--- src/mmu_pkg.sv ---
/*
 * shared types for the matrix-multiply unit: operands, accumulators,
 * inter-cell links and controller states
 */

package mmu_pkg;

    //////////////////////////////////////////////////
    // data widths
    //////////////////////////////////////////////////

    localparam int OP_W  = 32;
    localparam int ACC_W = 64;

    // one element of A or B
    typedef logic signed [OP_W-1:0] op_t;

    // running sum per cell, wraps modulo 2^64
    typedef logic signed [ACC_W-1:0] acc_t;

    //////////////////////////////////////////////////
    // mesh link
    //////////////////////////////////////////////////

    // a moves east along a row, b moves south down a column
    typedef struct packed {
        op_t a;
        op_t b;
    } pe_link_t;

    //////////////////////////////////////////////////
    // controller
    //////////////////////////////////////////////////

    // IDLE   waiting for start
    // LOAD   taking DIM beats
    // DRAIN  letting the last beat reach the far corner
    typedef enum logic [1:0] {
        IDLE  = 2'd0,
        LOAD  = 2'd1,
        DRAIN = 2'd2,
        DONE  = 2'd3
    } ctrl_state_t;

endpackage

--- src/operand_skew.sv ---
/*
 * input skew for the mesh: lane i of A and B delayed by i cycles,
 * zeros injected on cycles without a beat
 */

module operand_skew #(
    parameter int DIM = 4
) (
    input  logic               clk,
    input  logic               rst,
    input  logic               load_en,
    input  mmu_pkg::op_t       a_vec    [DIM],
    input  mmu_pkg::op_t       b_vec    [DIM],
    output mmu_pkg::pe_link_t  west_in  [DIM],
    output mmu_pkg::pe_link_t  north_in [DIM]
);

    // row i of A and column i of B share one lane, same depth
    mmu_pkg::pe_link_t lane_in [DIM];

    for (genvar i = 0; i < DIM; i++) begin : g_lane

        // empty cycles must add nothing downstream
        assign lane_in[i] = load_en ? '{a: a_vec[i], b: b_vec[i]} : '0;

        if (i == 0) begin : g_pass
            // lane 0 goes straight into the corner cell
            assign west_in[i]  = '{a: lane_in[i].a, b: '0};
            assign north_in[i] = '{a: '0, b: lane_in[i].b};
        end else begin : g_delay
            mmu_pkg::pe_link_t stage [i];

            always_ff @(posedge clk or posedge rst) begin
                if (rst) begin
                    stage <= '{default: '0};
                end else begin
                    stage[0] <= lane_in[i];
                    for (int k = 1; k < i; k++) begin
                        stage[k] <= stage[k-1];
                    end
                end
            end

            // last stage feeds the edge of the mesh
            assign west_in[i]  = '{a: stage[i-1].a, b: '0};
            assign north_in[i] = '{a: '0, b: stage[i-1].b};
        end

    end

endmodule

--- config.mk ---
export PLATFORM = sky130hd
export DESIGN_NAME = operand_skew
export DESIGN_NICKNAME = d
export VERILOG_FILES = /design/src/mmu_pkg.sv /design/src/operand_skew.sv
export SDC_FILE = /design/constraint.sdc
export NUM_CORES = 1
export LEC_CHECK = 0
export ABC_AREA = 1
export BUFFER_PORTS_ARGS = -buffer_cell sky130_fd_sc_hd__buf_2
export CAP_MARGIN = 20
export CORE_AREA = 2 2 303 305
export CTS_CLUSTER_DIAMETER = 200
export DETAILED_ROUTE_END_ITERATION = 10
export DIE_AREA = 0 0 305 307
export PLACE_DENSITY = 0.45
export RECOVER_POWER = 25
export SETUP_SLACK_MARGIN = 0.3
export SKIP_CTS_REPAIR_TIMING = 1
export SKIP_LAST_GASP = 1
export SLEW_MARGIN = 40
export SYNTH_ARGS = -nofsm -noshare
export SYNTH_HDL_FRONTEND = slang
export SYNTH_SLANG_ARGS = --single-unit
--- constraint.sdc ---
create_clock -name clk -period 29 [get_ports clk]
set_input_delay 2.9 -clock clk [delete_from_list [all_inputs] [get_ports clk]]
set_output_delay 2.9 -clock clk [all_outputs]
set_load 0.005 [all_outputs]
==> flow_summary.ini <==
[sta]
maxSlewHeadroom_pct = -249
slew_violations = 177
period_minus_slack_ns = 8.81
hold_viol = 0
worst_pin_slew_ns = 5.21
rsz0062_at_grt = false
fin_setup_tns_ns = 0
finalClockSkew_ns = 0.0152
post-route-period-util_pct = 30.4
fmax_mhz = 114
setup_viol = 0

[cts]
clk_transition_reported_paths_ns = 0.06
clk_latency_ns = 0.57
root_buffer = clkbuf_16
cts_buffer_depth = 3
cts_buffers = 46
cts_tree = done
htreeDepth = 2
clock-sinks = 384

[die]
start_util_pct = 16.7
dieWidth_um = 305
rows = 111
dieHeight_um = 307
fp.coreArea_um2 = 90700
ios = 771
dieArea_um2 = 93600

[final_layout]
syn_to_final_growth_pct = 20.4
final_util_pct = 20.1
drive_gt1_share_pct = 34.0
nNetsFinal = 1982
fillers = 10100
layoutNonFillerInstCount = 2947

[routing]
routedWlPerCell_um = 12.1
drtPass1Iterations = 4
vias = 8294
final_antenna_net_count = 0
initialDrtViolationCount = 325
drc = 0
vias_per_cell = 2.81
wl_um = 35700

[status]
violations = capacitance limit, slew limit
outcome = finished, violations left

[logic_synthesis]
synth-seq-cells = 384
syn_area_per_cell_um2 = 11.0
ys_seq_area_share_pct = 63.3
syn-cell-area_um2 = 15200
yosysWarnings = 0
ys_types = 7
syn_inst = 1374

[placement]
dp.cells = 2860
portBuffers = 514
hpwl_um = 26400
gp_routability_congestion = 0.850

[critical_path]
rrSetupSlack_ns = 28.47
required_ns = 26.10
arrival_ns = 5.91
critPathCaptureType = output port
path_class = input pin to output port
reg2reg_to = g_lane[3].g_delay.stage[100]$_DFF_PP0_
path_max_fanout = 62
r2r_cells = 0
endpoint = west_in[243]
r2r-start = g_lane[3].g_delay.stage[164]$_DFF_PP0_
worst_setup_path_start_kind = input pin
worstSetupStartpoint = load_en

[global_routing]
grt_pass1_wl_um = 51200
grtUsageTotal_pct = 7.32
grt_max_degree = 114
grt_pass1_vias = 8104
grt_overflow = 0
antenna_found_initial = 16

[power]
powerDensity_nw_per_um2 = 69.1
ir_drop_mv = 0.0400
total_power_w = 0.00126
p_leak_nw = 11.4

[hold_path]
min-delay-start = g_lane[3].g_delay.stage[131]$_DFF_PP0_
min_path_type = flop to flop

[flow_run]
maxCapViolations = 2
cell usage after synthesis:
library cell,number,area (um^2)
conb_1,1,3.75
buf_6,20,225
dfrtp_1,384,9610
buf_2,5,25.0
buf_4,451,3390
inv_1,257,965
nand2_1,256,961
kinds of logic after synthesis:
family,count (synthesis),share of synthesized area [%]
buffers and inverters,733,30.3
DFF,384,63.3
other,1,0.0247
and+or+nand+nor,256,6.33
state kept, by name (all words and copies together), names as in the netlist:
name                  flops
g_lane.g_delay.stage    192
west_in                  96
north_in                 96
final cells by class:
class / count / area [um^2] / share of cell area [%]
Sequential cell: 384 / 9610 / 52.6
Timing Repair Buffer: 522 / 2660 / 14.5
Inverter: 257 / 966 / 5.29
Clock inverter: 19 / 284 / 1.55
Tap cell: 1186 / 1480 / 8.12
Antenna cell: 2 / 5.00 / 0.0274
Clock buffer: 65 / 1340 / 7.36
Multi-Input combinational cell: 512 / 1920 / 10.5
layer usage:
layer  wire, um  global-route usage [%]
met4       1340                    3.03
met5        124                       0
met2      15600                    10.8
met3       3940                    3.51
met1      14700                    9.08
worst max-delay path, stage by stage:
cell and delay (ns):
clkbuf_1 1.87, buf_4 0.51, buf_12 0.27, nand2_1 0.10, inv_1 0.06, buf_2 0.10
cell usage in the layout (no fill, tap or decap):
cell type   instances
buf_2             513
bufinv_16           6
buf_12              1
clkinvlp_2          1
diode_2             2
clkinv_2            6
inv_1             256
nand2_1           256
clkinv_4            2
clkinv_8            2
buf_4               4
clkbuf_8           10
dfrtp_1           384
inv_6               1
buf_6               3
clkinvlp_4          2
clkbuf_1            9
clkbuf_16          47
conb_1            256
metrics by stage:
stage / hold slack [ns] / area (um^2) / setup WS, ns
6_report: 0.337 / 18300 / 20.20
5_1_grt: 0.338 / 18300 / 19.64
4_1_cts: 0.339 / 18300 / 21.71
3_5_place_dp: 0.335 / 16600 / 21.71
3_3_place_gp: 0.331 / 16600 / 21.76
2_1_floorplan: 0.331 / 16100 / 15.43
power breakdown:
| part | switching [W] | total (W) | internal [W] |
|---|---|---|---|
| Clock | 0.000231 | 0.000608 | 0.000377 |
| Sequential | 0.00000645 | 0.000570 | 0.000563 |
| Combinational | 0.0000521 | 0.0000836 | 0.0000315 |
worst min-delay path by stage:
stage / endpoint / slack [ns] / cells past startpoint
after global routing: north_in[70]$_DFF_PP0_ / 0.34 / 0
after detailed placement: g_lane[3].g_delay.stage[103]$_DFF_PP0_ / 0.33 / 0
final: g_lane[3].g_delay.stage[67]$_DFF_PP0_ / 0.34 / 0
after global placement: west_in[58]$_DFF_PP0_ / 0.33 / 0
after CTS: north_in[70]$_DFF_PP0_ / 0.34 / 0
after floorplan: g_lane[3].g_delay.stage[100]$_DFF_PP0_ / 0.33 / 0
Note: power is estimated with default switching activity, not from simulation.
