[config.mk]
export PLATFORM = sky130hd
export DESIGN_NAME = mmu_ctrl
export DESIGN_NICKNAME = d
export VERILOG_FILES = /design/src/mmu_pkg.sv /design/src/mmu_ctrl.sv
export SDC_FILE = /design/constraint.sdc
export NUM_CORES = 1
export LEC_CHECK = 0
export BUFFER_PORTS_ARGS = -buffer_cell sky130_fd_sc_hd__buf_4
export CORE_AREA = 2 2 39 41
export DETAILED_ROUTE_END_ITERATION = 10
export DIE_AREA = 0 0 41 43
export PLACE_DENSITY_LB_ADDON = 0.05
export SYNTH_ARGS = -nofsm -noshare
export SYNTH_HDL_FRONTEND = slang
export SYNTH_SLANG_ARGS = --single-unit
[constraint.sdc]
create_clock -name clk -period 3 [get_ports clk]
set_input_delay 0.3 -clock clk [delete_from_list [all_inputs] [get_ports clk]]
set_output_delay 0.3 -clock clk [all_outputs]
set_load 0.01 [all_outputs]
[src/mmu_pkg.sv]
/*
 * shared types for the matrix-multiply unit: operands, accumulators,
 * inter-cell links and controller states
 */

package mmu_pkg;

    //////////////////////////////////////////////////
    // data widths
    //////////////////////////////////////////////////

    localparam int OP_W  = 32;
    localparam int ACC_W = 64;

    // one element of A or B
    typedef logic signed [OP_W-1:0] op_t;

    // running sum per cell, wraps modulo 2^64
    typedef logic signed [ACC_W-1:0] acc_t;

    //////////////////////////////////////////////////
    // mesh link
    //////////////////////////////////////////////////

    // a moves east along a row, b moves south down a column
    typedef struct packed {
        op_t a;
        op_t b;
    } pe_link_t;

    //////////////////////////////////////////////////
    // controller
    //////////////////////////////////////////////////

    // IDLE   waiting for start
    // LOAD   taking DIM beats
    // DRAIN  letting the last beat reach the far corner
    typedef enum logic [1:0] {
        IDLE  = 2'd0,
        LOAD  = 2'd1,
        DRAIN = 2'd2,
        DONE  = 2'd3
    } ctrl_state_t;

endpackage

[src/mmu_ctrl.sv]
/*
 * controller: start handling, beat and drain counting, clear, busy, done
 */

module mmu_ctrl #(
    parameter int DIM = 4
) (
    input  logic clk,
    input  logic rst,
    input  logic start,
    input  logic in_valid,
    output logic clear,
    output logic load_en,
    output logic busy,
    output logic done
);

    // far corner is 2(DIM-1) edges behind the corner cell
    localparam int DRAIN_CYC = 2 * (DIM - 1);
    localparam int BEAT_W    = $clog2(DIM);
    localparam int DRAIN_W   = $clog2(DRAIN_CYC);

    localparam logic [BEAT_W-1:0]  LAST_BEAT  = BEAT_W'(DIM - 1);
    localparam logic [DRAIN_W-1:0] LAST_DRAIN = DRAIN_W'(DRAIN_CYC - 1);

    mmu_pkg::ctrl_state_t state;
    mmu_pkg::ctrl_state_t state_nxt;

    logic [BEAT_W-1:0]  beat_cnt;
    logic [DRAIN_W-1:0] drain_cnt;

    //////////////////////////////////////////////////
    // outputs decoded from state
    //////////////////////////////////////////////////

    assign load_en = in_valid && (state == mmu_pkg::LOAD);
    assign busy    = (state != mmu_pkg::IDLE);
    assign done    = (state == mmu_pkg::DONE);

    //////////////////////////////////////////////////
    // next state
    //////////////////////////////////////////////////

    always_comb begin
        state_nxt = state;
        case (state)
            mmu_pkg::IDLE:  if (start) state_nxt = mmu_pkg::LOAD;
            mmu_pkg::LOAD:  if (load_en && beat_cnt == LAST_BEAT) state_nxt = mmu_pkg::DRAIN;
            mmu_pkg::DRAIN: if (drain_cnt == LAST_DRAIN) state_nxt = mmu_pkg::DONE;
            mmu_pkg::DONE:  state_nxt = mmu_pkg::IDLE;
            default:        state_nxt = mmu_pkg::IDLE;
        endcase
    end

    //////////////////////////////////////////////////
    // state and counters
    //////////////////////////////////////////////////

    always_ff @(posedge clk or posedge rst) begin
        if (rst) begin
            state     <= mmu_pkg::IDLE;
            clear     <= 1'b0;
            beat_cnt  <= '0;
            drain_cnt <= '0;
        end else begin
            state <= state_nxt;
            // one pulse right after a start is taken
            clear <= (state == mmu_pkg::IDLE) && start;

            if (state == mmu_pkg::IDLE) begin
                beat_cnt <= '0;
            end else if (load_en) begin
                beat_cnt <= beat_cnt + 1'b1;
            end

            // counts only while draining
            if (state == mmu_pkg::DRAIN) begin
                drain_cnt <= drain_cnt + 1'b1;
            end else begin
                drain_cnt <= '0;
            end
        end
    end

endmodule

==> results_dict.tcl <==
set metrics [dict create \
    yosys.area_share.xor_xnor_pct 3.93 \
    required_ns 3.14 \
    critPathMaxFanout 5 \
    synth_common_cells "dfrtp_1, ha_1, inv_1" \
    area_growth_pct 21.3 \
    clk_pin_slew_worst_paths_ns 0.06 \
    hold_buffers 0 \
    cts.root.buffer_cell "clkbuf_4" \
    hold_viol_final 8 \
    clkPwrFrac_pct 16.7 \
    cts_resized 0 \
    fin_hold_ws_ns -0.00327 \
    cts_tree "built" \
    finalSetupViolCount 0 \
    worst_slew_pin_slew_ns 0.315 \
    synth-seq-cells 8 \
    synthArstFlopShare_pct 100 \
    die_w_um 41 \
    n_antenna_cell 0 \
    detail_route.wl_per_cell_um 11.1 \
    ys_types 14 \
    wirelength_um 745 \
    synth_simple_gate_area_share_pct 13.5 \
    port_buffers 7 \
    clock_latency_ns 0.25 \
    grt_pass1_vias 320 \
    synth_top_family_by_area "adder cells" \
    grt_max_degree 9 \
    die_height_um 43 \
    drc 0 \
    drv_cap 0 \
    cts_setup_buffers 0 \
    htree_levels 1 \
    io_pins 8 \
    numCtsBuffers 3 \
    peakVddDrop_uv 314 \
    violations "hold timing" \
    power_switching_share_pct 37.0 \
    dieArea_mm2 0.00176 \
    rsz0062_at_grt "false" \
    fill_cells 145 \
    cts_sinks 8 \
    drtIter0Drc 1 \
    synth_compound_area_share_pct 7.58 \
    p_leak_nw 0.298 \
    antenna_found_initial 0 \
    syn-cell-area_um2 445 \
    finalWeightedCongestion 0.811 \
    final_util_pct 39.1 \
    drive_above_1_share_pct 21.6 \
    dp_hpwl_um 596 \
    reg2reg_from "state[0]" \
    synth_top_area_share_pct 44.9 \
    grt.overflow.total 0 \
    slew_viol_final 0 \
    finalClockSkew_ns 0.000797 \
    min_period_ns 1.64 \
    comb_power_share_pct 46.8 \
    end_kind "register" \
    power.density_mw_per_mm2 922 \
    power.internal_uw 314 \
    synth-seq-area-share_pct 44.9 \
    slew_headroom_pct 79.0 \
    ant_nets 0 \
    rrSetupSlack_ns 1.36 \
    startpoint_type "register" \
    layout.nets 65 \
    fin_crit_sh_pct 54.6 \
    synth_warnings 0 \
    yosys.area.top_type "dfrtp_1" \
    row_count 14 \
    max_clock_freq_mhz 610 \
    clk_path_buf_depth 2 \
    yosys_most_used_dff "dfrtp_1" \
    syn_inst 41 \
    hold_path_class "in2async" \
    synth_area_leaders "dfrtp_1, ha_1, inv_1" \
    crit_type "reg2reg" \
    p_seq_share_pct 36.5 \
    synth_nets 53 \
    worst-endpoint-arrival_ns 1.77 \
    placed_area_um2 518 \
    syn_avg_cell_area_um2 10.9 \
    vias_per_cell 4.40 \
    grt_pass1_wl_um 1310 \
    tns_ns 0 \
    outcome "complete, but fails checks" \
    p_switching_uw 185 \
    reg2reg_depth 5 \
    grt_usage_pct 11.8 \
    synthAdderAreaFrac_pct 22.5 \
    timing.rr.end "state[1]" \
    core_mm2 0.00138 \
    synth_mux_area_share_pct 2.53 \
    initial_core_util_pct 32.2 \
    vias 295 \
    drt_pass1_iterations 2 \
    post-route-cell-area_um2 541 \
    synth_edf_count 0 \
]
[metal layers]
| metal | GRT usage (%) | wire (um) |
|---|---|---|
| met4 | 8.00 | 0 |
| met1 | 12.8 | 358 |
| met3 | 6.28 | 29 |
| met2 | 16.9 | 357 |
| met5 | 0 | 0 |
[cell usage in the layout, fill, tap and decap left out, types with 2 or more instances in the layout]
master    n
xor2_1    2
a21oi_1   2
dfrtp_1   8
inv_1     6
clkbuf_4  3
and2_1    2
buf_4     7
nor2_1    2
nor2b_1   2
ha_1      8
nand2_1   4
[sequential cells by signal, indices dropped and copies added, names as in the netlist]
name       flops
clear          1
beat_cnt       2
drain_cnt      3
state          2
[kinds of logic after synthesis]
| group | count (synthesis) |
|---|---|
| and+or+nand+nor | 12 |
| adders and majority gates | 8 |
| DFF | 8 |
| buffers and inverters | 6 |
| AOI/OAI and AO/OA | 4 |
| xor gates and xnor gates | 2 |
| muxes | 1 |
[worst max-delay path: stages, from the launching register on]
cell	delay (ns)
dfrtp_1	0.40
inv_1	0.10
ha_1	0.27
and2b_1	0.20
a221oi_2	0.22
mux2_1	0.34
[through the flow]
step           setup slack, ns  cells  power, mW
2_1_floorplan             1.49     41      0.345
3_3_place_gp              1.41     64      0.410
3_5_place_dp              1.37     64      0.423
4_1_cts                   1.36     67      0.509
5_1_grt                   1.24     67      0.554
6_report                  1.36     67      0.499
[power by group through the flow]
stage / clock (mW) / sequential, mW / combinational, mW
global route: 0.0914 / 0.190 / 0.273
CTS: 0.0867 / 0.183 / 0.239
floorplan: 0 / 0.178 / 0.168
global placement: 0 / 0.182 / 0.228
detailed placement: 0 / 0.185 / 0.238
finish: 0.0832 / 0.182 / 0.233
[cell type report]
class	count	area, um2	share of cell area [%]
well taps	16	20.0	3.70
inverters	6	22.5	4.17
clock buffers	3	22.5	4.17
flip-flops and latches	8	200	37.0
repair buffers	7	52.6	9.72
multi-input cells	27	223	41.2
[worst max path at each step]
stage	start	end	slack, ns	cells after the start
CTS	state[0]	state[1]	1.36	5
global route	state[0]	state[1]	1.24	5
finish	state[0]	state[1]	1.36	5
floorplan	state[0]	state[1]	1.49	5
global placement	state[0]	state[1]	1.41	5
detailed placement	state[0]	state[1]	1.37	5
(Power assumes the default switching activity.)
